==> config.mk <==
export PLATFORM = sky130hd
export DESIGN_NAME = cpiSampler
export DESIGN_NICKNAME = d
export VERILOG_FILES = /design/src/include/camCpi_cfg.svh /design/src/source/cpiSampler.sv
export SDC_FILE = /design/constraint.sdc
export NUM_CORES = 1
export LEC_CHECK = 0
export BUFFER_PORTS_ARGS = -buffer_cell sky130_fd_sc_hd__buf_2
export CAP_MARGIN = 40
export CORE_UTILIZATION = 30
export DETAILED_ROUTE_END_ITERATION = 10
export SETUP_SLACK_MARGIN = 0.15
export SKIP_LAST_GASP = 1
export SLEW_MARGIN = 40
export SYNTH_ARGS = -nofsm -noshare
export SYNTH_HDL_FRONTEND = slang
export SYNTH_SLANG_ARGS = --single-unit
==> constraint.sdc <==
create_clock -name clock -period 0.9 [get_ports clock]
set_clock_uncertainty 0.1 [all_clocks]
set_input_delay 0.045 -clock clock [delete_from_list [all_inputs] [get_ports clock]]
set_output_delay 0.045 -clock clock [all_outputs]
set_load 0.005 [all_outputs]
==> src/include/camCpi_cfg.svh <==
`ifndef CAMCPI_CFG_SVH
`define CAMCPI_CFG_SVH

// Framebuffer depth in 64-bit words and index width
`define CAM_FB_DEPTH 4096
`define CAM_FB_IDX_W 12

// Inclusive row window counted from vsync
`define CAM_ROW_FIRST 40
`define CAM_ROW_LAST 240

// Keep one byte in this many
`define CAM_BYTE_DECIM 4

`endif
==> src/source/cpiSampler.sv <==
`timescale 1ns/1ns
`default_nettype none

module cpiSampler
(
	input wire         clock,
	input wire         arstN,
	input wire         camPclk,
	input wire         camHsync,
	input wire         camVsync,
	input wire  [7:0]  camData,
	output logic       byteStrobe,
	output logic [7:0] pixByte,
	output logic       rowEnd,
	output logic       frameStart
);

	logic [2:0] pinMeta;	// {vsync, hsync, pclk}
	logic [2:0] pinSync;
	logic [2:0] pinPrev;
	logic [7:0] dataMeta;
	logic [7:0] dataSync;

	always_ff @(posedge clock or negedge arstN)
	begin
		if (!arstN)
		begin
			pinMeta    <= '0;
			pinSync    <= '0;
			pinPrev    <= '0;
			byteStrobe <= 1'b0;
			rowEnd     <= 1'b0;
			frameStart <= 1'b0;
		end
		else
		begin
			pinMeta    <= {camVsync, camHsync, camPclk};
			pinSync    <= pinMeta;
			pinPrev    <= pinSync;
			byteStrobe <= pinSync[0] & ~pinPrev[0];	// Rising pclk
			rowEnd     <= ~pinSync[1] & pinPrev[1];	// Falling hsync
			frameStart <= ~pinSync[2] & pinPrev[2];	// Falling vsync
		end
	end

	// Data runs through the same depth so it lines up with byteStrobe
	always_ff @(posedge clock)
	begin
		dataMeta <= camData;
		dataSync <= dataMeta;
		pixByte  <= dataSync;
	end

endmodule

`default_nettype wire

==> results.md <==
* First-iteration detailed-routing DRC count at 2
* Max Clk Rate at 1050 MHz
* P&R area growth vs syn at 42.3%
* Static leakage at 0.548 nW
* Slowest CP cell: dfrtp_1
* Number of library cell types mapped by synthesis at 3
* Gpl congestion at between 0.5 and 0.6
* Crit-path cells: buf_2
* Syn Inst Count at 39
* Dpl cells at 92
* Vias in the first global route at 399
* Clock buffer depth at 2
* Clk pin slew, worst setup/hold paths at ~0.090 ns
* Power per Cell Area at approximately 2300 mW/mm^2
* Reg2reg end: byteStrobe
* Post-Syn Area at 822 um^2
* First-pass GRT wire length at ~1600 um
* Largest net degree at the start of global routing at 13
* Die X at 54.3 um
* Multi-input gate area in the final layout at 41.3 um^2
* RSZ-0062 raised after global routing: true
* CTS tree: yes
* Setup slack at placement at 0.209 ns
* Arr. time, crit path at 0.81 ns
* Crit path required time at 0.75 ns
* Drt first pass iters at 2
* Final min period at 0.951 ns
* WS Path Type: reg -> out
* Setup ws final at -0.0514 ns
* Routed WL at 1040 um
* Syn_nets at 52
* Initial antenna violation count at 0
* HP Class: in -> async
* Post-synthesis sequential area ratio at between 90% and 100%
* Count of final hold-check violations at 0
* Mapped Avg Cell Area at 21.1 um^2
* # DRC at 0
* Clock sinks at 36
* WP depth at 1
* FF/Latch Area at 785 um^2
* Ratio of cells with drive above 1 in the final layout at 42.7%
* IO buf count at 23
* # IOs at 24
* Slew HR at 82.8%
* Post-route ant nets at 0
* Final Max Slew Viols at 0
* Synthesis Warnings at 0
* Critical Path Start Type: flip-flop
* CORE AREA at 0.00252 mm^2
* Vias/cell at 3.89
* FF-to-FF path depth at 1
* FP Rows at 18
* Buf/Inv on CP at 1
* Synth Register Bits at 36
* Failing checks: negative setup slack
* Global route total overflow at 0
* Status: finished, violations left
* Total clock buffers created by CTS at 5
* Chip Height at 54.3 um
* Final core area utilization at 46.4%
* N_diodes at 0
* Starting Density at 32.6%
* Total GRT Usage at 8.99%
* Worst vdd ir at about 1400 uV
* Number of nets in the layout at 94
* Non-Filler Instances at 112
* DR vias at 436
* Final Cycle Share at 106%
* H-Tree Depth at 2
* Worst R2R Setup Slack at 0.19 ns
* WL per Instance at 9.28 um
* Top Family by Delay on Critical Path: flip-flops
* Worst-Skew Late Latency at 0.32 ns
* CP max stage delay at 0.37 ns
* CP endpoint kind: primary output
* Fill cells at 230
* CP Max Fanout at 1
* Worst reg2reg path startpoint: pinSync[0]
* Root buf cell: clkbuf_4
* Slew @ Worst Pin at 0.258 ns
* MaxCap Viol Count at 0
* Die Area at 0.00295 mm^2
* Final setup fails at 3
## layout by cell type, fill, tap and decap left out
master	instances
buf_2	21
buf_6	2
clkbuf_1	2
clkbuf_4	5
clkbuf_8	1
dfrtp_1	12
dfxtp_1	21
dfxtp_2	3
dlygate4sd3_1	12
nor2b_4	3
## kinds of logic after synthesis
kind of cell / after synthesis / synth area share, %
DFF: 36 / 95.0
and+or+nand+nor: 3 / 5.02
## worst max-delay path by stage
stage                     from         end  slack (ns)
floorplan           pinSync[0]  byteStrobe        0.22
global placement    pinSync[0]  byteStrobe        0.22
detailed placement  pinSync[0]  byteStrobe        0.21
CTS                 frameStart  frameStart       -0.09
global route        frameStart  frameStart       -0.14
finish              frameStart  frameStart       -0.05
## synthesized netlist by cell type, drive strengths merged
cell   instances  area [um^2]
nor2b          3         41.3
dfrtp         12          300
dfxtp         24          480
## what timing repair did
item	CTS	global route
hold buffers	12	0
setup buffers	0	0
hold endpoints to repair	23	0
setup endpoints to repair	11	11
gates resized for setup	0	5
## per-layer routing
layer	vias to the layer above	GRT usage, %	routed length [um]
met4	0	5.13	31
met3	3	8.33	110
met1	209	7.23	361
met5	-	0	0
li1	204	-	-
met2	20	14.2	536
## area by class of cell
| type | count | area share, % |
|---|---|---|
| sequential | 36 | 67.1 |
| timing repair buffer | 35 | 21.2 |
| clock buffer | 8 | 5.03 |
| multi-input combinational | 3 | 3.53 |
| tap | 30 | 3.21 |
## state kept, by name, summed over array words and instances, names as in the netlist
name	count
byteStrobe	1
frameStart	1
pinSync	3
pinMeta	3
pinPrev	3
dataSync	8
dataMeta	8
rowEnd	1
pixByte	8
## through the flow
| step | power [mW] | cell area, um^2 | hold slack (ns) | setup TNS [ns] |
|---|---|---|---|---|
| 5_1_grt | 2.83 | 1170 | 0.00731 | -0.754 |
| 3_5_place_dp | 1.82 | 975 | -0.171 | 0 |
| 2_1_floorplan | 1.75 | 822 | -0.351 | 0 |
| 6_report | 2.66 | 1170 | 0.0138 | -0.140 |
| 4_1_cts | 2.72 | 1150 | -0.00226 | -0.371 |
| 3_3_place_gp | 1.81 | 975 | -0.177 | 0 |
## report_power, final
| part | leakage, nW | total [mW] | switching (mW) | internal (mW) |
|---|---|---|---|---|
| clock network | 0.0326 | 0.836 | 0.451 | 0.385 |
| logic | 0.169 | 0.118 | 0.0349 | 0.0836 |
| registers | 0.346 | 1.71 | 0.0242 | 1.69 |
| total | 0.548 | 2.66 | 0.510 | 2.15 |
Note: power is estimated with default switching activity, not from simulation.
