$ cat src/include/camCpi_cfg.svh
`ifndef CAMCPI_CFG_SVH
`define CAMCPI_CFG_SVH

// Framebuffer depth in 64-bit words and index width
`define CAM_FB_DEPTH 4096
`define CAM_FB_IDX_W 12

// Inclusive row window counted from vsync
`define CAM_ROW_FIRST 40
`define CAM_ROW_LAST 240

// Keep one byte in this many
`define CAM_BYTE_DECIM 4

`endif
$ cat src/source/camCpiPkg.sv
`default_nettype none

package camCpiPkg;

	typedef enum logic [1:0]
	{
		READY = 2'b00,	// Idle or not selected
		OK    = 2'b01,
		HOLD  = 2'b10,	// Still being served
		FAIL  = 2'b11
	} mmioOkT;

	typedef logic [63:0] fbWordT;	// Sixteen 4-bit pixels

	// Bit positions in the 5-bit operation code
	localparam int opmRead  = 3;
	localparam int opmWrite = 4;

	// Address bit 3 inside the self block
	localparam logic ctrlOffs = 1'b0;
	localparam logic statOffs = 1'b1;

endpackage

`default_nettype wire

$ cat src/source/mmioCamPort.sv
`timescale 1ns/1ns
`default_nettype none

`include "camCpi_cfg.svh"

module mmioCamPort
	import camCpiPkg::*;
(
	input wire                       clock,
	input wire                       arstN,
	input wire  [63:0]               mmioInData,
	input wire  [31:0]               mmioAddr,
	input wire  [4:0]                mmioOpm,
	input wire  [11:0]               mmioSelfAddr,
	input wire  [11:0]               mmioFbufAddr,
	input wire fbWordT               fbRdData,
	input wire                       frameStart,
	input wire  [`CAM_FB_IDX_W-1:0]  wrIdx,
	output logic [63:0]              mmioOutData,
	output mmioOkT                   mmioOk,
	output logic [`CAM_FB_IDX_W-1:0] fbRdIdx,
	output logic                     captureEn
);

	localparam int idxW = `CAM_FB_IDX_W;

	logic [31:0]     regInData;	// Only the control register takes write data
	logic [31:0]     regAddr;
	logic [4:0]      regOpm;
	logic [31:0]     ctrlReg;
	logic [15:0]     frameCount;
	logic [idxW-1:0] idxLatched;	// Index behind fbRdData
	logic            fbRdLive;
	logic            selfSel;
	logic            fbSel;
	logic            fbRead;
	logic            fbMatch;
	logic [63:0]     statWord;
	logic [63:0]     nextData;
	mmioOkT          nextOk;

	assign selfSel   = (regAddr[27:16] == 12'h000) && (regAddr[15:4] == mmioSelfAddr);
	assign fbSel     = (regAddr[27:16] == mmioFbufAddr);
	assign fbRead    = fbSel && !selfSel && regOpm[opmRead];
	assign fbRdIdx   = regAddr[14:3];
	assign fbMatch   = fbRdLive && (idxLatched == fbRdIdx);
	assign captureEn = ctrlReg[0];
	assign statWord  = {32'h0, frameCount, {(16 - idxW){1'b0}}, wrIdx};

	always_comb
	begin
		nextOk   = READY;
		nextData = '0;
		if (selfSel && (regOpm[opmRead] || regOpm[opmWrite]))
		begin
			nextOk = OK;
			if (regOpm[opmRead])
				nextData = (regAddr[3] == statOffs) ? statWord : {32'h0, ctrlReg};
		end
		else if (fbRead)
		begin
			nextOk = fbMatch ? OK : HOLD;
			if (fbMatch)
				nextData = fbRdData;
		end
	end

	always_ff @(posedge clock or negedge arstN)
	begin
		if (!arstN)
		begin
			regAddr     <= '0;
			regOpm      <= '0;
			ctrlReg     <= '0;
			frameCount  <= '0;
			idxLatched  <= '0;
			fbRdLive    <= 1'b0;
			mmioOk      <= READY;
			mmioOutData <= '0;
		end
		else
		begin
			regAddr     <= mmioAddr;
			regOpm      <= mmioOpm;
			idxLatched  <= fbRdIdx;
			fbRdLive    <= fbRead;	// Stale index from another access never matches
			mmioOk      <= nextOk;
			mmioOutData <= nextData;
			if (frameStart)
				frameCount <= frameCount + 1'b1;
			if (selfSel && regOpm[opmWrite] && (regAddr[3] == ctrlOffs))
				ctrlReg <= regInData;
		end
	end

	always_ff @(posedge clock)
	begin
		regInData <= mmioInData[31:0];
	end

endmodule

`default_nettype wire

$ cat config.mk
export PLATFORM = sky130hd
export DESIGN_NAME = mmioCamPort
export DESIGN_NICKNAME = d
export VERILOG_FILES = /design/src/source/camCpiPkg.sv /design/src/source/mmioCamPort.sv
export VERILOG_INCLUDE_DIRS = /design/src /design/src/include
export SDC_FILE = /design/constraint.sdc
export NUM_CORES = 1
export LEC_CHECK = 0
export BUFFER_PORTS_ARGS = -buffer_cell sky130_fd_sc_hd__clkbuf_2
export CELL_PAD_IN_SITES_DETAIL_PLACEMENT = 1
export CELL_PAD_IN_SITES_GLOBAL_PLACEMENT = 1
export CORE_UTILIZATION = 40
export DETAILED_ROUTE_END_ITERATION = 10
export GPL_ROUTABILITY_DRIVEN = 0
export GPL_TIMING_DRIVEN = 0
export HOLD_SLACK_MARGIN = 0.12
export PLACE_DENSITY_LB_ADDON = 0.1
export REMOVE_ABC_BUFFERS = 1
export SYNTH_ARGS = -nofsm -noshare
export SYNTH_HDL_FRONTEND = slang
export SYNTH_SLANG_ARGS = --single-unit
$ cat constraint.sdc
create_clock -name clock -period 3.8 [get_ports clock]
set_clock_uncertainty 0.1 [all_clocks]
set_input_delay 1.14 -clock clock [delete_from_list [all_inputs] [get_ports clock]]
set_output_delay 1.14 -clock clock [all_outputs]
set_load 0.02 [all_outputs]
==> impl_metrics.py <==
metrics = {
    "power": {
        "leakagePower_nw": 4.46,
        "power_density_mw_per_mm2": 478,
        "vdd_drop_max_mv": 0.317,
        "finalPower_mw": 4.27,
    },
    "global_route": {
        "grt_max_degree": 85,
        "gr-total-overflow": 0,
        "met2_usage": 0.371,
        "use_met1": 0.271,
        "antenna_found_initial": 1,
        "top_usage_layer": "met2",
        "track_usage": 0.223,
        "gr-usage-met3": 0.0571,
        "grt_pass1_vias": 5524,
        "grt_pass1_wl_um": 29900,
    },
    "place": {
        "place_ws_ns": -0.320,
        "dp_hpwl_um": 12700,
        "port_buffers": 240,
    },
    "synth": {
        "yosysMostFrequentCell": "dfrtp_1",
        "yosys.area.top_type_share": 0.555,
        "ys_types": 31,
        "synthFlopType": "dfrtp_1",
        "syn_area_sq_mm": 0.00694,
        "yosysWarnings": 0,
        "synth_common_cells": "154 x dfrtp_1, 41 x xnor2_1, 38 x nand2_1",
        "synth_top_area_cell": "dfrtp_1",
        "avgSynthCellArea_sq_um": 13.2,
        "synthCells": 526,
        "ys_ff_latch": 186,
        "netlist_top_cells_area": "dfrtp_1 56%, dfxtp_1 9.2%, mux2_2 5.4%, xnor2_1 5.2%, mux2i_1 4.0%",
        "ys_seq_area_frac": 0.648,
        "synth_edf_count": 0,
        "async_reset_ff_frac": 0.828,
    },
    "sta": {
        "setup_violations": 0,
        "rsz0062_at_grt": "no",
        "setup_slack_ns": 0.129,
        "fin_crit_ns": 3.67,
        "hold_violations": 0,
        "slew-limit-headroom": 0.0625,
        "final_max_slew_viol_count": 0,
        "period_share": 0.966,
        "tightestPinTransition_ns": 1.41,
        "max_freq_mhz": 272,
    },
    "drt": {
        "dr.first_iter.drc_count": 174,
        "drc_errors": 0,
        "first_pass_iters": 4,
        "wl_per_cell_um": 19.5,
        "vias_per_cell": 5.04,
        "ant_nets": 0,
        "routed_wl_um": 19100,
        "vias": 4950,
    },
    "cts": {
        "ctsHoldBuffers": 0,
        "htree_levels": 4,
        "cts.clk_slew.worst_paths_ns": 0.06,
        "clockBufferDepth": 2,
        "cts_inserted_buffers": 17,
        "insertion_delay_ns": 0.43,
        "clockRootBuffer": "clkbuf_16",
        "cts_tree": "yes",
        "clkSinkCount": 186,
    },
    "critical_path": {
        "path_cells": "clkbuf_2 -> xnor2_1 -> nand4_1 -> nor4_2 -> nand3_2 -> o32ai_1",
        "start_kind": "input pin",
        "crit_path_max_fanout": 32,
        "worst-setup-path-type": "in2reg",
        "slowest_delay_ns": 0.89,
        "crit_family": "simple AND/OR/NAND/NOR gates",
        "timing.critical_path.buf_inv": 1,
        "critPathSlowestCell": "nand3_2",
        "end_kind": "flop",
        "cp.required_ns": 3.98,
        "arrival_ns": 3.85,
    },
    "floorplanning": {
        "start_util": 0.414,
        "num_io_pins": 283,
        "rows": 47,
        "die-area_sq_mm": 0.0179,
        "core_area_sq_mm": 0.0168,
        "die_w_um": 134,
        "die_h_um": 134,
    },
    "finish": {
        "syn_to_final_growth_pct": 28.7,
        "fin_nets": 953,
        "fillCellCount": 1798,
        "drive_gt1_frac": 0.419,
    },
    "job": {
        "maxCapViolCount": 0,
    },
    "worst_hold_path": {
        "min_path_type": "reg2reg",
    },
    "run_status": {
        "outcome": "finished clean",
    },
}
-- where the power goes --
| part | internal [mW] | switching (mW) |
|---|---|---|
| Clock | 1.10 | 0.744 |
| Sequential | 2.05 | 0.0805 |
| Combinational | 0.154 | 0.147 |
| Total | 3.30 | 0.971 |
-- layer usage --
layer	up-vias	part of all wire
met5	-	0
met4	0	0.029
met3	42	0.054
met2	172	0.49
met1	2476	0.42
li1	2260	-
-- layout by cell type (no fill, tap or decap), types with 2 or more instances in the layout --
master,netlist,layout
and2_2,0,2
xor2_1,9,9
nand4_1,11,11
nand3_1,8,7
xnor2_1,41,41
clkbuf_16,0,17
clkbuf_1,27,2
mux2_2,33,33
buf_8,0,3
mux2i_1,28,28
nor4_1,5,4
inv_1,5,5
or4_1,33,33
dfrtp_1,154,153
clkbuf_2,0,239
and2_1,34,32
clkinv_2,0,6
dfxtp_1,32,32
nand2_1,38,38
nand4b_1,2,2
o22ai_1,28,28
and4_1,2,2
o32ai_1,4,4
and3_1,2,2
bufinv_16,0,4
nor2_1,5,5
-- through the flow --
| stage | std cells | hold WS, ns | TNS, ns | instance area [sq um] | utilization |
|---|---|---|---|---|---|
| floorplan | 482 | 0.340 | 0 | 6700 | - |
| global placement | 942 | 0.341 | -279.06 | 8170 | 0.488 |
| detailed placement | 947 | 0.348 | -12.49 | 8280 | 0.494 |
| CTS | 979 | 0.364 | 0 | 8900 | 0.531 |
| global route | 982 | 0.376 | 0 | 8930 | 0.533 |
| finish | 982 | 0.360 | 0 | 8930 | 0.533 |
-- worst reg2reg max path: cells and delay by family, from the launching register on --
family / cells / cell delay, ns
AND/OR/NAND/NOR: 3 / 1.47
XOR/XNOR: 1 / 0.18
flip-flops: 1 / 0.77
AO/OA/AOI/OAI: 1 / 0.80
-- sequential cells by signal (all words and copies together) (netlist names) --
register,cells
mmioOutData,64
ctrlReg,32
regInData,32
regAddr,25
frameCount,16
idxLatched,12
mmioOk,2
regOpm,2
fbRdLive,1
-- path summary, 6_finish.rpt --
check,from,endpoint,slack (ns),depth (start not counted)
setup / recovery,mmioSelfAddr[3],mmioOutData[13],0.13,6
hold / removal,regInData[6],ctrlReg[6],0.36,1
setup reg to reg,regAddr[3],mmioOutData[42],0.40,5
hold reg to reg,regInData[6],ctrlReg[6],0.36,1
max in group asynchronous,arstN,mmioOutData[30],2.16,2
min in group asynchronous,arstN,idxLatched[3],0.62,1
-- cell families (layout without fill, tap and decap cells) --
logic type / Yosys count / in the layout / share of synthesized area
flops: 186 / 186 / 0.648
simple gates: 144 / 144 / 0.120
mux: 61 / 61 / 0.0940
xor+xnor: 51 / 51 / 0.0655
buf+inv: 49 / 283 / 0.0375
compound gates: 34 / 35 / 0.0332
fa+ha+maj: 1 / 1 / 0.00180
other cells: 0 / 1 / 0
-- area by class of cell --
| cell class | count | area [sq um] | area share |
|---|---|---|---|
| Tap cell | 220 | 275 | 0.0308 |
| Inverter | 5 | 18.8 | 0.00210 |
| Timing Repair Buffer | 246 | 1310 | 0.147 |
| Antenna cell | 1 | 2.50 | 0.000280 |
| Multi-Input combinational cell | 292 | 2220 | 0.249 |
| Sequential cell | 186 | 4500 | 0.503 |
| Clock inverter | 13 | 175 | 0.0196 |
| Clock buffer | 19 | 433 | 0.0485 |
-- timing repair --
action | in CTS | in global routing
pin swaps | 0 | 2
cloned | 0 | 1
resized for setup | 1 | 1
buffers inserted | 0 | 1
endpoints found under the setup margin | 33 | 60
Note: power is estimated with default switching activity, not from simulation.
