File: config.mk
export PLATFORM = sky130hd
export DESIGN_NAME = fbPacker
export DESIGN_NICKNAME = d
export VERILOG_FILES = /design/src/source/camCpiPkg.sv /design/src/source/fbPacker.sv
export VERILOG_INCLUDE_DIRS = /design/src /design/src/include
export SDC_FILE = /design/constraint.sdc
export NUM_CORES = 1
export LEC_CHECK = 0
export ABC_AREA = 1
export BUFFER_PORTS_ARGS = -buffer_cell sky130_fd_sc_hd__buf_2
export CAP_MARGIN = 20
export CORE_MARGIN = 1
export CORE_UTILIZATION = 30
export CTS_BUF_LIST = sky130_fd_sc_hd__clkbuf_2
export DETAILED_ROUTE_END_ITERATION = 7
export SYNTH_ARGS = -nofsm -noshare
export SYNTH_HDL_FRONTEND = slang
export SYNTH_SLANG_ARGS = --single-unit
File: constraint.sdc
create_clock -name clock -period 3 [get_ports clock]
set_input_delay 0 -clock clock [delete_from_list [all_inputs] [get_ports clock]]
set_output_delay 0 -clock clock [all_outputs]
set_load 0.05 [all_outputs]
File: src/include/camCpi_cfg.svh
`ifndef CAMCPI_CFG_SVH
`define CAMCPI_CFG_SVH

// Framebuffer depth in 64-bit words and index width
`define CAM_FB_DEPTH 4096
`define CAM_FB_IDX_W 12

// Inclusive row window counted from vsync
`define CAM_ROW_FIRST 40
`define CAM_ROW_LAST 240

// Keep one byte in this many
`define CAM_BYTE_DECIM 4

`endif
File: src/source/camCpiPkg.sv
`default_nettype none

package camCpiPkg;

	typedef enum logic [1:0]
	{
		READY = 2'b00,	// Idle or not selected
		OK    = 2'b01,
		HOLD  = 2'b10,	// Still being served
		FAIL  = 2'b11
	} mmioOkT;

	typedef logic [63:0] fbWordT;	// Sixteen 4-bit pixels

	// Bit positions in the 5-bit operation code
	localparam int opmRead  = 3;
	localparam int opmWrite = 4;

	// Address bit 3 inside the self block
	localparam logic ctrlOffs = 1'b0;
	localparam logic statOffs = 1'b1;

endpackage

`default_nettype wire

File: src/source/fbPacker.sv
`timescale 1ns/1ns
`default_nettype none

`include "camCpi_cfg.svh"

module fbPacker
	import camCpiPkg::*;
(
	input wire                         clock,
	input wire                         arstN,
	input wire                         pixelTake,
	input wire  [3:0]                  pixNibble,
	input wire                         frameRestart,
	output logic                       fbWe,
	output logic [`CAM_FB_IDX_W-1:0]   fbWrIdx,
	output fbWordT                     fbWrData,
	output logic [`CAM_FB_IDX_W-1:0]   wrIdx
);

	localparam int idxW = `CAM_FB_IDX_W;

	logic [59:0]     partWord;	// First fifteen nibbles of a word
	logic [3:0]      nibCount;
	logic            wordDone;
	logic [idxW-1:0] nextIdx;

	assign wordDone = pixelTake && (nibCount == 4'd15);
	assign nextIdx  = (wrIdx == idxW'(`CAM_FB_DEPTH - 1)) ? '0 : wrIdx + 1'b1;

	always_ff @(posedge clock or negedge arstN)
	begin
		if (!arstN)
		begin
			nibCount <= '0;
			wrIdx    <= '0;
			fbWe     <= 1'b0;
		end
		else
		begin
			fbWe <= 1'b0;
			if (frameRestart)
			begin
				nibCount <= '0;	// Partial word is dropped
				wrIdx    <= '0;
			end
			else if (pixelTake)
			begin
				nibCount <= nibCount + 1'b1;
				if (wordDone)
				begin
					fbWe  <= 1'b1;
					wrIdx <= nextIdx;
				end
			end
		end
	end

	always_ff @(posedge clock)
	begin
		if (pixelTake)
			partWord <= {partWord[55:0], pixNibble};	// Oldest nibble ends up on top
		if (wordDone)
		begin
			fbWrData <= {partWord, pixNibble};
			fbWrIdx  <= wrIdx;
		end
	end

endmodule

`default_nettype wire

==> impl_results.md, run 1 <==
* YS warnings at 0
* H-tree level count at 4
* Via density at between 4 and 5
* Initial Util at 0.311
* Post-Synthesis Cells at about 260
* Crit-path cells: ha_1 > nand2_2 > nor3_4 > nand2_2 > nor2_4 > nand3_1 > nand2_1
* Final Skew at 0.0342 ns
* Top Ports at 97
* Worst EP required at around 3.7 ns
* Clk_lat worst skew at ~0.7 ns
* Worst path max stage delay at between 0.6 and 0.7 ns
* Iteration-0 DRC Markers at 170
* Worst VDD drop at approximately 0.27 mV
* First-pass GRT wire length at roughly 13000 µm
* Setup WS pre-CTS at 1.08 ns
* Final hold viol count at 0
* Die X at approximately 130 µm
* Register area at 4510 µm²
* Distinct cells, synth at 18
* Critical Path End Type: flop
* #FFs+latches synth at between 150 and 200
* Hold Crit Class: in2reg
* Footprint of the multi-input gates at 445 µm²
* RSZ-0062 raised after global routing: false
* Clock Root Buffer: clkbuf_2
* FILL cells at approximately 1600
* Largest net degree at the start of global routing at 38
* Syn avg cell area at ~19 µm²
* Tcrit/Tclk final at 0.653
* CP delay by family, top: simple AND/OR/NAND/NOR gates
* Worst Max-Slew Pin Slew at 0.799 ns
* CTS tree: yes
* Final Slew Violations at 0
* Die ar. at 17200 µm²
* CTS clk-pin slew, worst paths at around 0.23 ns
* Postcts setup bufs at 0
* Clock power share at 0.337
* P_leak at roughly 2.3 nW
* DRT Pass-1 Iters at 6
* Detail Route Antenna Nets at 0
* Most frequent cells in the layout: edfxtp_1, buf_2, nand2_1
* Sw frac at 0.206
* Worst setup path class: reg2reg
* WL final at ~8400 µm
* Maxcap violations at 0
* Psw at around 0.00076 W
* Rows at 46
* PwrDens at roughly 590 nW/µm²
* Grt total ovfl at 0
* Initial antenna violation count at 1
* Minimum clock period at 1.96 ns
* Final core occ at 0.386
* Seq pwr share at 0.649
* Critical Path AT at about 2.6 ns
* Seq/Total Area, Yosys at 0.899
* Max Root-Sink Buffers at 2
* Layout Nets at slightly above 400
* Residual DRC at 0
* Syn nets at about 270
* Fin worst setup slack at 1.04 ns
* GRT Util Overall at 0.102
* Synthesized area at around 5000 µm²
* Pint at 0.00294 W
* Crit path top cell by count: nand2_2
* Comb pwr share at 0.015
* Crit-path max FO at 13
* Final Setup Violations at 0
* Pwr Total at around 0.0037 W
* Vias at around 2600
* Slew HR at 0.465
* Outcome: complete, no violations
* Fraction of layout cells with a size suffix above 1 at 0.326
* Die Ht at about 130 µm
* Clock sink count at 153
* Fin Setup TNS at 0 ns
* Fmax achieved at 511 MHz
* Core ar. at 16100 µm²
* Crit-path slowest cell: nor3_4
* Commonest non-fill, non-tap cell in the layout: edfxtp_1
* CP startpoint kind: flop
* Port Buf Inserts at 96
* Hpwl dp at around 5200 µm
* Number of global-route vias before repair at around 2500
* Avg WL per Cell at approximately 13 µm
* RePlAce Congestion at 0.767
* Number of buffers created by CTS at 17
* Syn-to-layout area delta at 24.2%
* CP bufs+invs at 0
[repair_timing]
item	CTS	global route
hold buffers	14	0
resized for setup	0	0
endpoints found under the hold margin	81	0
[cells by family (layout without fill, tap and decap cells)]
group	count (synthesis)	count (layout)	share of synthesized area
other cells	0	1	0
fa+ha+maj	2	2	0.00499
flops	153	153	0.899
compound gates	12	12	0.0127
buf+inv	16	160	0.0120
xor+xnor	1	1	0.00175
simple gates	80	80	0.0694
[synth_stat cells (all sizes together)]
cell type	instances	share of area
edfxtp	136	0.81
nor3	3	0.0052
o21ai	7	0.0070
a21oi	3	0.0030
nand4	1	0.0012
xor2	1	0.0017
nand2	43	0.033
o22ai	1	0.0012
nor2	20	0.016
ha	2	0.0050
dfrtp	17	0.085
or2	1	0.0012
inv	16	0.012
nand3	12	0.012
o21bai	1	0.0015
[power by group through the flow]
| stage | Clock, W | Sequential (W) | Combinational (W) |
|---|---|---|---|
| after floorplan | 0 | 0.00244 | 0.00000840 |
| after global placement | 0 | 0.00244 | 0.0000399 |
| after detailed placement | 0 | 0.00244 | 0.0000414 |
| after CTS | 0.00129 | 0.00240 | 0.0000555 |
| after global routing | 0.00137 | 0.00240 | 0.0000603 |
| final | 0.00125 | 0.00240 | 0.0000541 |
[layer usage]
layer | wire length (µm) | global-route usage | vias to the layer above | part of all wire
li1 | - | - | 1232 | -
met1 | 3830 | 0.122 | 1273 | 0.46
met2 | 3840 | 0.155 | 92 | 0.46
met3 | 595 | 0.0467 | 13 | 0.071
met4 | 122 | 0.0497 | 0 | 0.015
met5 | 0 | 0 | - | 0
[path summary, 6_finish.rpt]
| kind | from | end | slack [ns] | depth (start not counted) |
|---|---|---|---|---|
| max in group asynchronous | arstN | wrIdx[3] | 2.05 | 3 |
| min in group asynchronous | arstN | wrIdx[8] | 0.43 | 3 |
| worst max-delay path | nibCount[0] | wrIdx[9] | 1.04 | 7 |
| worst min-delay path | frameRestart | wrIdx[8] | 0.14 | 5 |
| worst max register to register | nibCount[0] | wrIdx[9] | 1.04 | 7 |
| worst min register to register | partWord[57] | fbWrData[61] | 0.44 | 0 |
[sequential cells by signal, summed over array words and instances, names as in the netlist]
name / flops
wrIdx: 12
fbWrData: 64
partWord: 60
nibCount: 4
fbWe: 1
fbWrIdx: 12
[final cells by class]
cell class              instances  share of cell area
well taps                     216              0.0434
repair buffers                113               0.108
diodes                          1            0.000402
multi-input cells              95              0.0715
flip-flops and latches        153               0.724
clock buffers                  18              0.0145
clock inverters                13              0.0285
inverters                      16             0.00965
[worst min-delay path, stage by stage]
cell           delay, ns
dlygate4sd3_1       0.52
buf_2               0.11
inv_1               0.10
nand2_1             0.09
nor2_1              0.03
[metrics by stage]
| step | hold WS, ns | area (µm²) | instances |
|---|---|---|---|
| final | 0.145 | 6230 | 625 |
| after global routing | 0.0958 | 6230 | 625 |
| after detailed placement | -0.0440 | 5820 | 579 |
| after CTS | 0.0455 | 6220 | 624 |
| after floorplan | -0.296 | 5010 | 264 |
| after global placement | -0.0538 | 5820 | 579 |
Note: power is estimated with default switching activity, not from simulation.
==> run 2, diff against run 1 <==
clock period = 1.9 ns   (was 3 ns; I/O delays follow)
==> run 2 against run 1 <==
- via count shrank 0.77%
- sequential power grew 58%
- worst setup slack lost 0.84 ns
- cell count grew 0.16%
- wire length grew 1.3%
- clock skew grew 0.00076 ns
- critical path type unchanged
- highest routed layer unchanged
==> impl_results.md, run 2 (same netlist as run 1, synthesis figures left out) <==
* Outcome: complete, no violations
* Detail Route Antenna Nets at 0
* Post-CTS resize count at 0
* Regs by FF count: fbWrData x64, partWord x60
* CP startpoint kind: flop
* Core ar. at between 15000 and 20000 µm²
* CTS tree: yes
* Maxcap violations at 0
* Clock Root Buffer: clkbuf_2
* DP Area at ~5800 µm²
* Hold Crit Class: in2reg
* P_leak at around 2.3 nW
* Clk_lat worst skew at 0.67 ns
* Final Setup Violations at 0
* Rows at 46
* WL final at between 8000 and 9000 µm
* Vias at between 2000 and 3000
* Minimum clock period at between 1.5 and 2 ns
* Final Slew Violations at 0
* Most frequent cells in the layout: edfxtp_1, buf_2, nand2_1
* Worst Hold Endpoint: nibCount[0]
* Via density at roughly 4.1
* FILL cells at roughly 1500
* Clock sink count at ~150
* Max Root-Sink Buffers at 2
* RePlAce Congestion at 0.784
* Worst setup path class: reg2reg
* Critical Path AT at approximately 2.3 ns
* Top Ports at 97
* Avg WL per Cell at 13.6 µm
* DRT Pass-1 Iters at 4
* CTS clk-pin slew, worst paths at 0.20 ns
* Fraction of layout cells with a size suffix above 1 at 0.329
* First-pass GRT wire length at 13500 µm
* N_diodes at 0
* Residual DRC at 0
* Hold path start: pixelTake
* GRT Util Overall at 0.103
* Grt total ovfl at 0
* Hpwl dp at 5270 µm
* Iteration-0 DRC Markers at between 150 and 200
* Die Ht at roughly 130 µm
* Critical Path End Type: flop
* Slew HR at 0.472
* Initial antenna violation count at 0
* Layout Nets at ~400
* Final hold viol count at 0
* PwrDens at between 900 and 1000 nW/µm²
* Largest net degree at the start of global routing at 66
* R2R Path End: wrIdx[11]
* Fmax achieved at ~590 MHz
* Max FFs per register at 64
* Reg2Reg Depth at 8
* Worst VDD drop at 0.311 mV
* Final Skew at 0.0349 ns
* Die ar. at between 15000 and 20000 µm²
* Syn-to-layout area delta at 23.3%
* RSZ-0062 raised after global routing: false
* Design Area, Final at approximately 6200 µm²
* Worst Max-Slew Pin Slew at just under 0.8 ns
* Reg with most FFs: fbWrData
* Tcrit/Tclk final at 0.895
* Initial Util at 0.311
* Worst EP required at ~2.5 ns
* Reg-to-reg critical path startpoint: nibCount[0]
* Commonest non-fill, non-tap cell in the layout: edfxtp_1
* Die X at 131 µm
* Final core occ at 0.384
* Port Buf Inserts at 96
* Crit-path max FO at 13
* H-tree level count at 4
* WHS Path Cells at 5
* Number of buffers created by CTS at 17
* Number of global-route vias before repair at 2590
* R2R setup slack at approximately 0.20 ns
## run 2: cell types whose count changed in the layout (fill, tap and decap cells not counted)
cell	previous run	this run
inv_6	1	2
buf_12	2	1
diode_2	1	0
clkbuf_2	18	20
buf_4	2	4
dlygate4sd3_1	14	15
clkinv_1	2	1
bufinv_16	4	2
## run 2: worst max path at each step
stage	start	endpoint	slack, ns	cells past startpoint
2_1_floorplan	nibCount[0]	wrIdx[9]	-1.22	7
3_3_place_gp	nibCount[0]	wrIdx[11]	0.34	8
3_5_place_dp	nibCount[0]	wrIdx[0]	0.24	8
4_1_cts	nibCount[0]	wrIdx[0]	0.17	8
5_1_grt	nibCount[0]	wrIdx[0]	0.02	8
6_report	nibCount[0]	wrIdx[11]	0.20	8
## run 2: metal layers
metal  GRT usage  vias up  share of wire
met1       0.120     1263           0.44
met3      0.0521        7          0.069
li1            -     1229              -
met4      0.0413        0          0.010
met5           0        -              0
met2       0.163       91           0.48
## run 2: power by group
group	switching, W	internal (W)	leakage (nW)
clock network	0.00110	0.000611	0.134
logic	0.0000533	0.0000343	0.708
registers	0.0000362	0.00375	1.50
## run 2: final cells by class
cell class / count / area, µm² / share of cell area
Sequential cell: 153 / 4510 / 0.729
Timing Repair Buffer: 115 / 676 / 0.109
Multi-Input combinational cell: 95 / 445 / 0.0720
Tap cell: 216 / 270 / 0.0437
Clock inverter: 11 / 123 / 0.0198
Clock buffer: 20 / 100 / 0.0162
Inverter: 16 / 60.1 / 0.00971
## run 2: through the flow
stage / std cells / total power, W / setup TNS (ns) / hold WS, ns / setup slack (ns)
after floorplan: 264 / 0.00386 / -87.85 / -0.296 / -1.22
after global placement: 580 / 0.00392 / 0 / -0.0616 / 0.344
after detailed placement: 580 / 0.00393 / 0 / -0.0542 / 0.240
after CTS: 626 / 0.00568 / 0 / 0.0432 / 0.171
after global routing: 626 / 0.00583 / 0 / 0.0590 / 0.0235
final: 626 / 0.00558 / 0 / 0.158 / 0.199
## run 2: critical path, cell delays in order, from the launching register on
cell     delay, ns
dfrtp_1       0.42
ha_1          0.20
nand2_2       0.08
nor3_4        0.17
buf_4         0.26
nand2_2       0.11
nor2_4        0.22
nand3_1       0.10
nand2_1       0.07
## run 2: timing repair
| action | 4_1_cts | 5_1_grt |
|---|---|---|
| hold endpoints to repair | 178 | 0 |
| buffers inserted | 0 | 0 |
| hold buffers | 15 | 0 |
| endpoints found under the setup margin | 0 | 0 |
==> run 3, diff against run 2 <==
RECOVER_POWER = 25   (was unset)
==> run 3 against run 2 <==
- fmax fell by 0.60%
- die area did not move
- sequential power barely moved
- largest cell class unchanged
- highest routed layer unchanged
==> impl_results.md, run 3 (same netlist as run 1, synthesis figures left out) <==
* WL final at ~8500 µm
* Final Slew Violations at 0
* Via density at 4.13
* Die Ht at approximately 130 µm
* Final Skew at roughly 0.036 ns
* Fmax achieved at around 600 MHz
* First-pass GRT wire length at between 10000 and 15000 µm
* Slew HR at 0.449
* Maxcap violations at 0
* DP Area at slightly below 6000 µm²
* Worst VDD drop at 0.312 mV
* Most frequent cells in the layout: edfxtp_1, buf_2, nand2_1
* Crit-path max FO at 13
* Detail Route Antenna Nets at 0
* Initial Util at 0.311
* Die X at about 130 µm
* Residual DRC at 0
* Final hold viol count at 0
* CP startpoint kind: flop
* Setup WS pre-CTS at approximately 0.24 ns
* Final hold slack at roughly 0.16 ns
* Vias at around 2600
* CTS clk-pin slew, worst paths at about 0.21 ns
* Critical Path AT at 2.33 ns
* Commonest non-fill, non-tap cell in the layout: edfxtp_1
* Number of global-route vias before repair at ~2600
* Worst EP required at 2.52 ns
* Post-CTS resize count at 0
* P_leak at between 2 and 2.5 nW
* Worst setup path class: reg2reg
* Reg with most FFs: fbWrData
* Initial antenna violation count at 0
* Final Setup Violations at 0
* N_diodes at 0
* Core ar. at roughly 16000 µm²
* Die ar. at around 17000 µm²
* PwrDens at ~910 nW/µm²
* Avg WL per Cell at between 10 and 15 µm
* DRT Pass-1 Iters at 4
* Max FFs per register at 64
* Cells after DPL at 580
* Clock sink count at about 150
* Hpwl dp at ~5300 µm
* Largest net degree at the start of global routing at 66
* Grt total ovfl at 0
* Regs by FF count: fbWrData x64, partWord x60
* Layout Nets at between 400 and 500
* Clk_lat worst skew at 0.68 ns
* Fin worst setup slack at approximately 0.19 ns
* RePlAce Congestion at a little under 0.8
* Minimum clock period at around 1.7 ns
* Top Ports at 97
* Design Area, Final at around 6000 µm²
* CTS tree: yes
* Outcome: complete, no violations
* Hold Crit Class: in2reg
* Tcrit/Tclk final at 0.900
* RSZ-0062 raised after global routing: false
* Number of buffers created by CTS at 17
* GRT Util Overall at 0.103
* Fraction of layout cells with a size suffix above 1 at 0.327
* Worst Max-Slew Pin Slew at just over 0.8 ns
* Final core occ at 0.383
* Iteration-0 DRC Markers at roughly 180
* Syn-to-layout area delta at 23.1%
* Rows at 46
* H-tree level count at 4
* Final cell count without fillers at roughly 630
* Port Buf Inserts at 96
* Clock Root Buffer: clkbuf_2
* Critical Path End Type: flop
* Max Root-Sink Buffers at 2
==> run 3: cell count changes in the layout (fill, tap and decap cells not counted), sizes merged <==
cell	before	now
buf	100	97
clkbuf	20	23
==> run 3: routing by layer <==
| metal | routed length [µm] | global-route usage | vias to the layer above |
|---|---|---|---|
| met5 | 0 | 0 | - |
| met4 | 122 | 0.0413 | 0 |
| met3 | 591 | 0.0521 | 12 |
| met2 | 4070 | 0.163 | 88 |
| met1 | 3740 | 0.120 | 1255 |
| li1 | - | - | 1229 |
==> run 3: worst max-delay path, cell delays in order, from the launching register on <==
cell     delay, ns
dfrtp_1       0.42
ha_1          0.20
nand2_2       0.08
nor3_4        0.18
buf_4         0.26
nand2_2       0.11
nor2_4        0.22
nand3_1       0.10
nand2_1       0.07
==> run 3: where the power goes <==
part	internal, W	switching (W)	total (W)
combinational	0.0000319	0.0000534	0.0000853
sequential	0.00375	0.0000362	0.00379
clock	0.000611	0.00111	0.00172
total	0.00439	0.00120	0.00559
==> run 3: layout make-up <==
class / count / area (µm²)
Inverter: 16 / 60.1
Clock buffer: 20 / 100
Sequential cell: 153 / 4510
Clock inverter: 11 / 123
Fill cell: 1528 / 9940
Timing Repair Buffer: 115 / 667
Multi-Input combinational cell: 95 / 445
Tap cell: 216 / 270
==> run 3: final timing paths <==
check | start | to | slack [ns] | cells past startpoint
worst max-delay path | nibCount[0] | wrIdx[11] | 0.19 | 8
worst min-delay path | frameRestart | nibCount[0] | 0.16 | 5
worst max register to register | nibCount[0] | wrIdx[11] | 0.19 | 8
worst min register to register | partWord[41] | fbWrData[45] | 0.43 | 0
max in group asynchronous | arstN | wrIdx[8] | 0.95 | 3
min in group asynchronous | arstN | wrIdx[3] | 0.44 | 3
==> run 3: repair_timing <==
action                     in CTS  in global routing
setup endpoints to repair       0                  0
hold endpoints to repair      178                  0
setup buffers                   0                  0
hold buffers                   15                  0
==> run 3: per-stage QoR <==
stage               TNS, ns  power, W
floorplan            -87.85   0.00386
global placement          0   0.00392
detailed placement        0   0.00393
CTS                       0   0.00568
global route              0   0.00583
finish                    0   0.00559
