<file path="src/include/camCpi_cfg.svh">
`ifndef CAMCPI_CFG_SVH
`define CAMCPI_CFG_SVH

// Framebuffer depth in 64-bit words and index width
`define CAM_FB_DEPTH 4096
`define CAM_FB_IDX_W 12

// Inclusive row window counted from vsync
`define CAM_ROW_FIRST 40
`define CAM_ROW_LAST 240

// Keep one byte in this many
`define CAM_BYTE_DECIM 4

`endif
</file>
<file path="src/source/cpiLineGate.sv">
`timescale 1ns/1ns
`default_nettype none

`include "camCpi_cfg.svh"

module cpiLineGate
#(
	parameter int rowFirst  = `CAM_ROW_FIRST,
	parameter int rowLast   = `CAM_ROW_LAST,
	parameter int byteDecim = `CAM_BYTE_DECIM
)
(
	input wire         clock,
	input wire         arstN,
	input wire         byteStrobe,
	input wire  [7:0]  pixByte,
	input wire         rowEnd,
	input wire         frameStart,
	input wire         captureEn,
	output logic       pixelTake,
	output logic [3:0] pixNibble,
	output logic       frameRestart
);

	localparam int rowW   = $clog2(rowLast + 2);
	localparam int phaseW = $clog2(byteDecim) + 1;

	logic [rowW-1:0]   rowCount;
	logic              rowOdd;
	logic [phaseW-1:0] byteCount;	// Byte position modulo byteDecim
	logic              inWindow;

	assign inWindow = (rowCount >= rowW'(rowFirst)) && (rowCount <= rowW'(rowLast));

	assign pixelTake    = byteStrobe && captureEn && !rowOdd && inWindow && (byteCount == '0);
	assign pixNibble    = pixByte[7:4];
	assign frameRestart = frameStart;

	always_ff @(posedge clock or negedge arstN)
	begin
		if (!arstN)
		begin
			rowCount  <= '0;
			rowOdd    <= 1'b0;
			byteCount <= '0;
		end
		else if (frameStart)
		begin
			rowCount  <= '0;
			rowOdd    <= 1'b0;
			byteCount <= '0;
		end
		else if (rowEnd)
		begin
			byteCount <= '0;
			rowOdd    <= ~rowOdd;
			if (rowCount != '1)
				rowCount <= rowCount + 1'b1;	// Saturates past the window
		end
		else if (byteStrobe)
		begin
			if (byteCount == phaseW'(byteDecim - 1))
				byteCount <= '0;
			else
				byteCount <= byteCount + 1'b1;
		end
	end

endmodule

`default_nettype wire

</file>
<file path="config.mk">
export PLATFORM = sky130hd
export DESIGN_NAME = cpiLineGate
export DESIGN_NICKNAME = d
export VERILOG_FILES = /design/src/source/cpiLineGate.sv
export VERILOG_INCLUDE_DIRS = /design/src /design/src/include
export SDC_FILE = /design/constraint.sdc
export NUM_CORES = 1
export LEC_CHECK = 0
export BUFFER_PORTS_ARGS = -buffer_cell sky130_fd_sc_hd__buf_2
export CORE_MARGIN = 2
export CORE_UTILIZATION = 48
export CTS_BUF_LIST = sky130_fd_sc_hd__clkbuf_4
export DETAILED_ROUTE_END_ITERATION = 6
export PLACE_DENSITY_LB_ADDON = 0.12
export SYNTH_ARGS = -nofsm -noshare
export SYNTH_HDL_FRONTEND = slang
export SYNTH_SLANG_ARGS = --single-unit
</file>
<file path="constraint.sdc">
create_clock -name clock -period 1.51 [get_ports clock]
set_input_delay 0.302 -clock clock [delete_from_list [all_inputs] [get_ports clock]]
set_output_delay 0.302 -clock clock [all_outputs]
set_load 0.05 [all_outputs]
</file>
==> results of run 1 <==
## logic make-up (layout without fill, tap and decap cells)
family,Yosys count,in the layout,synth area share (%)
AOI/OAI and AO/OA,13,13,11.6
DFF,12,12,40.3
and+or+nand+nor,33,33,23.5
muxes,3,3,4.03
xor gates and xnor gates,3,3,3.53
buffers and inverters,13,32,10.3
adders and majority gates,4,4,6.72
## worst paths after layout
kind                                 to   startpoint  slack, ns
hold / removal             byteCount[2]   byteStrobe       0.36
setup reg to reg            rowCount[5]  rowCount[1]      -0.08
hold reg to reg                  rowOdd       rowOdd       0.56
min in group asynchronous   rowCount[1]        arstN       0.42
setup / recovery              pixelTake  rowCount[3]      -0.31
max in group asynchronous   rowCount[6]        arstN       0.87
## what timing repair did
item | CTS | global route
hold endpoints to repair | 12 | 0
gates resized for setup | 2 | 0
setup buffers | 0 | 1
setup endpoints to repair | 2 | 5
hold buffers | 1 | 0
pin swaps | 2 | 3
## where the power goes
| group | switching, mW | internal, mW |
|---|---|---|
| sequential | 0.00826 | 0.331 |
| clock | 0.115 | 0.0957 |
| combinational | 0.0474 | 0.0359 |
## registers in the layout, summed over array words and instances, names as in the netlist
register and flops:
byteCount 3, rowOdd 1, rowCount 8
## per-stage QoR
step / setup slack (ns) / area [um2] / utilization [%]
final: -0.312 / 916 / 62.2
after global routing: -0.381 / 916 / 62.2
after CTS: -0.315 / 908 / 61.7
after detailed placement: -0.0781 / 866 / 58.8
after global placement: -0.0739 / 866 / 58.8
after floorplan: -0.00123 / 763 / -
## routing by layer
metal	part of all wire, %	vias to the layer above	wire [um]	track usage [%]
met2	48	12	758	29.6
met1	47	291	751	24.0
met5	0	-	0	0
met4	1.1	0	17	9.09
met3	3.5	2	55	5.00
li1	-	318	-	-
## cell usage in the layout (no fill, tap or decap), types with 2 or more instances in the layout
cell type,n
buf_4,15
and4_1,2
nand3_1,6
ha_1,4
dfrtp_1,12
mux2i_1,3
a21oi_1,4
nor2_1,8
nand2_1,5
nor3_1,4
clkbuf_4,3
inv_1,5
xnor2_1,3
buf_2,6
## tightest hold or removal path: cells and delay by family
family | cells | cell delay [ns]
buffers and inverters | 2 | 0.20
AOI/OAI and AO/OA | 1 | 0.09
## layout make-up
type | instances | share of cell area (%)
clock buffer | 3 | 2.46
clock inverter | 1 | 0.410
inverter | 5 | 2.05
multi-input combinational | 56 | 42.2
sequential | 12 | 32.8
tap | 16 | 2.19
timing repair buffer | 23 | 17.9
==> results.md, run 1 <==
Global routing:
- Entering global routing, the biggest net connects 14 pins.
- The all-layer global routing usage is 18.8%.
- The overflow left after global routing is 0.
- The first global-routing pass estimated 2560 um of wire.
- The number of antenna violations at the first check in global routing is 0.
- The via count of the first global-routing pass is 605.

Route:
- The count of unresolved DRC violations after routing is 0.
- The number of design-rule violations left by the first detailed-router iteration is 4.
- Using the TritonRoute via totals, the vias-per-cell ratio works out to 5.37.
- The total number of vias is 623.
- In the final routed layout, each cell accounts on average for 13.6 um.
- The count of nets left with antenna violations once routing finished came out at 0.
- The number of detailed-routing iterations run before antenna repair is 4.
- The routed wire length is 1580 um.

Die:
- Pin placement for this block handled 20 I/O pins.
- The die area is 1880 um2.
- The y dimension of the die is 43.4 um.
- In this run the core area contains 14 standard-cell rows.
- From left edge to right edge, the die measures 43.4 um.
- The total area inside the core boundary comes to 1470 um2.
- The initial cell density of the core is 50.6%.

Worst setup path:
- The arrival time of data at the critical path endpoint is 1.52 ns.
- The number of cells on the worst reg-to-reg path is 6.
- The critical path runs through a total of 4 cells.
- The cell type group with the largest total delay on the critical path is compound AO/OA/AOI/OAI gates.
- The delay of the slowest cell on the worst path is 0.41 ns.
- The worst setup path is of the register to primary output kind.
- The worst-path maximum fanout is 2.
- The slowest stage of the critical path is the dfrtp_1 cell.
- The critical path goes through o41ai_2, nand3_1, a21oi_4, buf_6.
- The required time of the worst setup path is 1.21 ns.
- Together, buffers and inverters on the worst path number 1.
- The critical path startpoint category is a register.
- The critical path capture point type is a primary output.

Timing:
- The max-slew headroom at the worst pin is 74.3%.
- The max-slew violation count was 0.
- The hold violation count in the final report is 0.
- The smallest hold slack is 0.358 ns.
- Across the routed clock network, the largest skew measured is 0.00658 ns.
- Setup repair after global routing could not meet its margin everywhere.
- The final count of negative-setup-slack endpoints is 2.
- The minimum period implied by the final worst setup slack is 1.82 ns.
- After routing, the total negative slack on setup checks comes to -0.390 ns.
- Static timing analysis puts the maximum clock frequency at 549 MHz.
- The final critical path takes up 121% of the cycle.
- The slew of the pin with the lowest slew margin is 0.376 ns.
- In the post-route analysis, the smallest setup slack over all paths is -0.312 ns.

Power:
- The total power density per cell area is 690 nW/um2.
- The leakage dissipation is 0.421 nW.
- The maximum vdd drop is 0.000419 V.
- The total power is 0.632 mW.

Yosys:
- By count the netlist is led by dfrtp_1 (12), nor2_1 (8), nand3_1 (6).
- The total of flip-flops plus latches after synthesis is 12.
- The sequential area share after synthesis is 40.3%.
- The number of nets in the synthesized netlist is 99.
- The instance count of the mapped netlist is 81.
- The dominant cell type by area after synthesis is dfrtp_1.
- The netlist uses 31 different library cells.
- In this run, synthesis inferred 0 flip-flops with an integrated enable.
- The cell area that synthesis handed to floorplanning was 744 um2.
- Of the post-synthesis cell area, the dominant cell type holds 40.3%.
- The count of synthesis-stage warnings from yosys is 0.
- By area the synthesized netlist is led by dfrtp_1 (40%), ha_1 (6.7%), buf_4 (5.0%).
- The dominant cell by count in the synthesized netlist is dfrtp_1.
- Each instance of the synthesized netlist takes up on average 9.19 um2.
- The share of synthesized flip-flops with an asynchronous set or reset is 100%.
- The most used flip-flop cell after synthesis is dfrtp_1.

Cells and area:
- 0 antenna diodes ended up in the layout.
- At the end of the flow, the number of nets in the layout was 119.
- Across the whole layout, storage elements account for 300 um2.
- In the final layout, the share of cells above drive strength 1 is 29.0%.
- The multi-input combinational cell area is 387 um2.
- The count of non-filler cells in the finished layout is 116.
- The fill cell total of the finished layout is 135.
- The area added between synthesis and finish is 23.0%.

Clock network:
- Clock latency on the worst-skew pair, taken at its later pin, is 0.28 ns.
- The root buffer cell is clkbuf_4.
- The maximum root-to-sink buffer count is 2.
- The clock tree from TritonCTS is yes.
- The number of sinks on the clock net is 12.
- Clock-pin slew was measured on the worst setup and hold paths at 0.08 ns.
- Buffers inserted during clock tree synthesis total 3.
- In this run the number of H-tree levels came out at 1.

Place:
- The number of placed instances, taps included, is 110.
- The routability congestion estimate from global placement is 0.796.
- The detailed-placement wirelength estimate is 1130 um.
- Input and output buffers added on the ports amount to 7.

Min path:
- The worst hold path cell count is 3.
- The min-delay analysis places its worst path in the category input port to register.

Job:
- The number of maximum-capacitance constraint violations is 0.

Status:
- The flow ran to the end, but the final reports show violations.
- The checks that failed: setup timing.
Note: power is estimated with default switching activity, not from simulation.
==> run 2, diff against run 1 <==
HOLD_SLACK_MARGIN = 0.15   (was not set)
PLACE_DENSITY = 0.74   (was not set)
PLACE_DENSITY_LB_ADDON = not set   (was 0.12)
RECOVER_POWER = 50   (was not set)
==> run 2 against run 1 <==
Net effect: the flow still finishes with violations (setup timing); design area is 2.2% higher; via count is 0.48% lower; clock-buffer cell count stayed put; worst setup slack better by 0.070 ns; sequential share of layout area is 0.70 points lower; register-to-register slack better by 0.05 ns; total power is 0.77% higher; clock skew hardly changed; hold slack better by 0.0024 ns; largest cell class unchanged; highest routed layer unchanged.
==> results.md, run 2 (same netlist as run 1, synthesis figures left out) <==
Power:
- For this design the ratio of total power to cell area is 681 nW/um2.
- The maximum vdd drop is 0.000455 V.
- Summed over all cells, the static leakage comes to 0.423 nW.
- The fraction of power consumed by sequential logic is 53.1%.
- In this run, the clock network consumes 32.1% of the power.
- The net switching power figure is 0.168 mW.
- The net switching fraction of the power is 26.3%.
- After layout, the design draws a total of 0.637 mW.
- The internal portion of the total power is 0.470 mW.
- The combinational cell fraction of total power is 14.8%.

Cells and area:
- In the final layout, the share of cells above drive strength 1 is 30.7%.
- The area added between synthesis and finish is 25.7%.
- The antenna diode count is 0.
- More flip-flops sit in one register than any other, and that register is rowCount.
- The multi-input combinational cell area is 397 um2.
- The net total in the final layout is 120.
- The register with the most flip-flops in the layout has 8 of them.
- Leaving out fill and tap cells, the most frequent cells in the layout are buf_4 (15), dfrtp_1 (12), nor2_1 (7).
- The commonest non-fill, non-tap cell in the layout is buf_4.
- In the final layout, flip-flops and latches occupy 300 um2.
- The summed area of non-filler cells in the final layout is 936 um2.
- The largest registers in the layout are rowCount: 8 flops, byteCount: 3 flops, rowOdd: 1 flops.
- Counting the fill cells in the layout gives 129.

Worst setup path:
- Along the worst path, the maximum fanout reaches 2.
- The worst register-to-register path begins at rowCount[0].
- The critical path class is register to primary output.
- For the worst setup path, the data required time is 1.21 ns.
- The reg-to-reg endpoint is rowCount[5].
- The worst setup path is captured at a primary output.
- Measured in cells, the most critical reg-to-reg path has a length of 6.
- The arrival time of data at the critical path endpoint is 1.45 ns.
- The slack of the worst reg-to-reg path is -0.03 ns.
- The worst setup path is launched from a register.

Clock network:
- The latest clock arrival within the worst-skew pair is 0.27 ns.
- The root buffer cell is clkbuf_4.
- Counting every sink on the clock net gives 12.
- After clock tree synthesis, the clock-pin slew on the worst setup and hold paths is 0.08 ns.
- In this run the deepest clock path goes through 2 buffers.
- The number of clock buffers added by TritonCTS is 3.
- The maximum level of the CTS H-tree is 1.
- The clock tree from TritonCTS is yes.

Timing:
- The hold violation count in the final report is 0.
- In the post-route analysis, the smallest setup slack over all paths is -0.242 ns.
- The maximum clock frequency is 571 MHz.
- The minimum period implied by the final worst setup slack is 1.75 ns.
- The max-slew violation count is 0.
- Setup violations remaining at the end of the flow were counted as 2.
- In the finished design, the share of the clock period the worst path needs comes to 116%.
- The slew of the pin with the lowest slew margin is 0.677 ns.
- The setup skew after layout is 0.00648 ns.
- Setup repair after global routing could not meet its margin everywhere.
- The max-slew headroom at the worst pin is 54.9%.
- The smallest hold slack is 0.360 ns.

Die:
- The initialized floorplan defines 14 standard-cell rows.
- The die area is 1880 um2.
- The total I/O pin count is 20.
- The horizontal extent of the die is 43.4 um.
- The y dimension of the die is 43.4 um.
- The initial cell density of the core is 50.6%.
- The core box area is 1470 um2.

Min path:
- The worst hold path belongs to the class input port to register.
- The worst hold path cell count is 2.
- The worst hold path startpoint is frameStart.
- The sink of the worst hold path is rowCount[5].

Place:
- Port buffering added 7 buffers.
- The routability congestion estimate from global placement is 0.797.
- Once placement finished, the instance area stood at 873 um2.
- After legalization and detailed placement, the total HPWL measured 1140 um.
- The setup slack after placement is -0.0793 ns.

Route:
- The detailed-route wire length per cell is 13.4 um.
- The first detailed-routing pass ran for 3 iterations.
- The routed via count divided by cell count is 5.30.
- The total routed wire length on the met1 layer is 709 um.
- Wire segments on met3 add up to 32 um in the final route.
- The count of unresolved DRC violations after routing is 0.
- Across all layers, the routed design uses 620 vias.
- The topmost layer with routed signal wires is met4.
- The number of design-rule violations left by the first detailed-router iteration is 3.
- Summed over all nets, wire length on met2 after detailed routing comes to 799 um.
- The number of nets still failing antenna checks after routing is 0.
- The routed wire length is 1560 um.

Global routing:
- For this run, the total global-route usage over all layers was measured as 19.5%.
- Entering global routing, the biggest net connects 14 pins.
- Global routing finished with a remaining overflow of 0.
- The number of antenna violations at the first check in global routing was 0.
- The first global-routing pass estimated 2620 um of wire.
- The via count of the first global-routing pass is 599.

Status:
- The final reports fail on setup timing.
- The run finished, with violations left.

Job:
- Max-cap violations in this run came to 0.
run 2: cell count changes in the layout (fill, tap and decap cells not counted):
cell and change:
buf_2 -1, buf_6 +1, clkbuf_1 +1, ha_1 -1, ha_2 +1, nor2_1 -1, nor2_4 +1
run 2: critical path: stages, from the launching register on:
cell and delay (ns):
dfrtp_1 0.39, o41ai_2 0.33, nand3_1 0.15, a21oi_4 0.14, buf_6 0.17
run 2: layout make-up:
cell class,count,share of cell area (%)
Clock buffer,3,2.41
Inverter,5,2.01
Timing Repair Buffer,24,18.6
Sequential cell,12,32.1
Tap cell,16,2.14
Clock inverter,1,0.401
Multi-Input combinational cell,56,42.4
run 2: metrics by stage:
step | std cells | util [%] | setup TNS, ns
after floorplan | 81 | - | -0.00123
after global placement | 111 | 59.4 | -0.117
after detailed placement | 111 | 59.4 | -0.143
after CTS | 117 | 62.9 | -0.309
after global routing | 117 | 63.6 | -0.457
final | 117 | 63.6 | -0.277
run 2: power groups by stage:
| stage | registers, mW | logic, mW | clock network [mW] |
|---|---|---|---|
| CTS | 0.338 | 0.0939 | 0.214 |
| global route | 0.340 | 0.104 | 0.222 |
| floorplan | 0.346 | 0.0734 | 0 |
| global placement | 0.345 | 0.0822 | 0 |
| detailed placement | 0.345 | 0.0857 | 0 |
| finish | 0.339 | 0.0943 | 0.204 |
run 2: what timing repair did:
item	CTS	global route
gates resized for setup	3	3
hold buffers	1	0
pin swaps	3	3
buffers inserted	1	0
endpoints found under the setup margin	2	5
cloned	0	0
hold endpoints to repair	12	0
run 2: how the worst max path moves through the flow:
| stage | start | to | slack [ns] |
|---|---|---|---|
| after global routing | rowCount[3] | pixelTake | -0.33 |
| after global placement | rowCount[0] | pixelTake | -0.08 |
| after CTS | rowCount[3] | pixelTake | -0.26 |
| after floorplan | rowCount[1] | pixelTake | -0.001 |
| after detailed placement | rowCount[0] | pixelTake | -0.08 |
| final | rowCount[3] | pixelTake | -0.24 |
run 2: metal layers:
layer / track usage [%] / up-vias
met5: 0 / -
li1: - / 322
met2: 33.4 / 3
met3: 2.50 / 2
met4: 11.5 / 0
met1: 23.4 / 293
==> run 3, diff against run 2 <==
SETUP_SLACK_MARGIN = 0.05   (was not set)
==> run 3 against run 2 <==
Net effect: the flow still finishes with violations (setup timing); design area stayed put; sequential power barely moved; maximum frequency unchanged; clock skew is the same; hold slack is the same; final cell count is the same; critical endpoint unchanged.
==> results.md, run 3 (same netlist as run 1, synthesis figures left out) <==
Global routing:
- The global-route wire length before repair is 2620 um.
- In the global route stage, overall resource usage came out at 19.5%.
- The number of antenna violations at the first check in global routing is 0.
- Entering global routing, the biggest net connects 14 pins.
- For this run the aggregate overflow at the end of global routing stands at 0.
- The via count of the first global-routing pass is 599.

Die:
- After floorplanning, the core was divided into 14 placement rows.
- The initial cell density of the core is 50.6%.
- The floorplan step defined a die boundary enclosing 1880 um2.
- For this design the top-level I/O count stands at 20.
- The horizontal extent of the die is 43.4 um.
- The floorplan step set the die height to 43.4 um.
- The core region is 1470 um2.

Place:
- The detailed-placement wirelength estimate is 1140 um.
- The number of buffer cells added on primary ports is 7.
- After detailed placement, the design holds a cell count of 111.
- The routability congestion estimate from global placement is 0.797.

Worst setup path:
- The reg-to-reg endpoint is rowCount[5].
- The critical path is of the register to primary output type.
- Counting cells, the worst reg-to-reg path comes to 6.
- STA classifies the critical path startpoint as a register.
- The arrival time of data at the critical path endpoint is 1.45 ns.
- In this design, the stage delay of the slowest critical-path cell is 0.39 ns.
- The most critical setup path has its startpoint at rowCount[3].
- The startpoint of the worst-slack reg-to-reg timing path is rowCount[0].
- Walking the worst path, the cells encountered are o41ai_2, nand3_1, a21oi_4, buf_6.
- The slack of the worst reg-to-reg path is -0.03 ns.
- The worst-path cell with the longest stage delay is dfrtp_1.
- The worst-path maximum fanout is 2.
- The required time of the worst setup path is 1.21 ns.
- The critical path capture point type is a primary output.

Status:
- The final reports fail on setup timing.
- The flow ran to the end, but the final reports show violations.

Cells and area:
- In the layout the commonest cells are buf_4 (15), dfrtp_1 (12), nor2_1 (7).
- The number of antenna diodes in the final layout is 0.
- Once layout is complete, the cells apart from fillers number 117.
- In the final layout, the registers with the most flip-flops are rowCount: 8 flops, byteCount: 3 flops, rowOdd: 1 flops.
- Leaving out fill and tap cells, the most frequent cell in the layout is buf_4.
- The multi-input combinational cell area is 397 um2.
- After filler insertion, the fill cell instance count of the layout stands at 129.
- The area added between synthesis and finish is 25.7%.
- In the final layout, flip-flops and latches occupy 300 um2.
- The net count of the finished layout is 120.
- The fraction of final layout cells sized beyond drive strength 1 is 30.7%.
- The register with the most flip-flops in the final layout is rowCount.
- The flip-flop count of the largest register, all copies and words added is 8.

Timing:
- Setup repair after global routing could not meet its margin everywhere.
- The maximum clock frequency is 571 MHz.
- The hold violation count in the final report came to 0.
- The minimum period implied by the final worst setup slack is 1.75 ns.
- The max-slew violation count is 0.
- The part of the cycle the worst path needs is 116%.
- The max-slew headroom at the worst pin is 54.9%.
- For the pin with the worst max-slew slack, the measured transition is 0.677 ns.
- Across the routed clock network, the largest skew measured is 0.00648 ns.
- Across all setup checks in the final design, the least slack found is -0.242 ns.
- The smallest hold slack is 0.360 ns.
- The final count of negative-setup-slack endpoints is 2.

Route:
- For this run, design rule violations remaining after detail routing come to 0.
- In this run the remaining antenna-violating nets after routing total 0.
- The detailed-route wire length per cell is 13.4 um.
- For this run, the detailed router's first-pass iteration total came to 3.
- The number of design-rule violations left by the first detailed-router iteration is 3.
- Summed over all layers, the routed wires come to 1560 um.
- The total number of vias is 620.
- Using the TritonRoute via totals, the vias-per-cell ratio works out to 5.30.

Min path:
- The sink of the worst hold path is rowCount[5].
- Counting instances, the worst hold path has a depth of 2.
- The worst hold path startpoint is frameStart.
- The path type of the worst min-delay path is input port to register.

Clock network:
- TritonCTS built the clock tree.
- The clock slew at the register clock pins of the worst setup and hold paths is 0.08 ns.
- The root buffer cell chosen for the clock tree is clkbuf_4.
- CTS saw 12 sinks.
- In this run the number of H-tree levels came out at 1.
- The number of buffers added by the clock tree synthesis step is 3.
- The maximum root-to-sink buffer count is 2.
- The later pin in the worst-skew pair is clocked with a latency of 0.27 ns.

Power:
- VDD sags by at most 0.000455 V.
- Summed over all cells, the static leakage comes to 0.423 nW.
- In this run the power density over the cells is 681 nW/um2.

Job:
- The number of maximum-capacitance constraint violations is 0.
## run 3: cell counts in the layout (fill, tap and decap cells not counted)
No cell type changed its count.
## run 3: routing by layer
layer	part of all wire (%)	vias up	GRT usage, %
met5	0	-	0
met4	1.3	0	11.5
met3	2.0	2	2.50
met2	51	3	33.4
met1	45	293	23.4
li1	-	322	-
## run 3: per-stage QoR
stage               setup WS, ns  area [um2]  power [mW]   TNS, ns  util, %
global placement         -0.0783         873       0.427    -0.117     59.4
CTS                       -0.264         926       0.645    -0.309     62.9
finish                    -0.242         936       0.637    -0.277     63.6
global route              -0.330         936       0.667    -0.457     63.6
detailed placement       -0.0793         873       0.431    -0.143     59.4
floorplan               -0.00123         763       0.420  -0.00123        -
## run 3: layout make-up
class                   count  area share (%)
clock inverters             1           0.401
repair buffers             24            18.6
flip-flops and latches     12            32.1
clock buffers               3            2.41
multi-input cells          56            42.4
well taps                  16            2.14
inverters                   5            2.01
## run 3: what timing repair did
action                     in CTS  in global routing
pin swaps                       3                  3
setup endpoints to repair       2                  6
gates resized for setup         3                  3
hold buffers                    1                  0
hold endpoints to repair       12                  0
setup buffers                   1                  0
## run 3: critical path: cells and delay by family (launching register included)
kind | cells | cell delay (ns)
AOI/OAI and AO/OA | 2 | 0.47
and+or+nand+nor | 1 | 0.15
buffers and inverters | 1 | 0.17
DFF | 1 | 0.39
## run 3: worst max-delay path by stage
stage                           end  cells past startpoint
after floorplan           pixelTake                      3
after global placement    pixelTake                      4
after detailed placement  pixelTake                      4
after CTS                 pixelTake                      4
after global routing      pixelTake                      4
final                     pixelTake                      4
## run 3: power breakdown
part / total, mW / internal (mW) / switching [mW] / leakage, nW
registers: 0.339 / 0.331 / 0.00796 / 0.165
clock network: 0.204 / 0.0956 / 0.109 / 0.0154
logic: 0.0943 / 0.0434 / 0.0509 / 0.243
total: 0.637 / 0.470 / 0.168 / 0.423
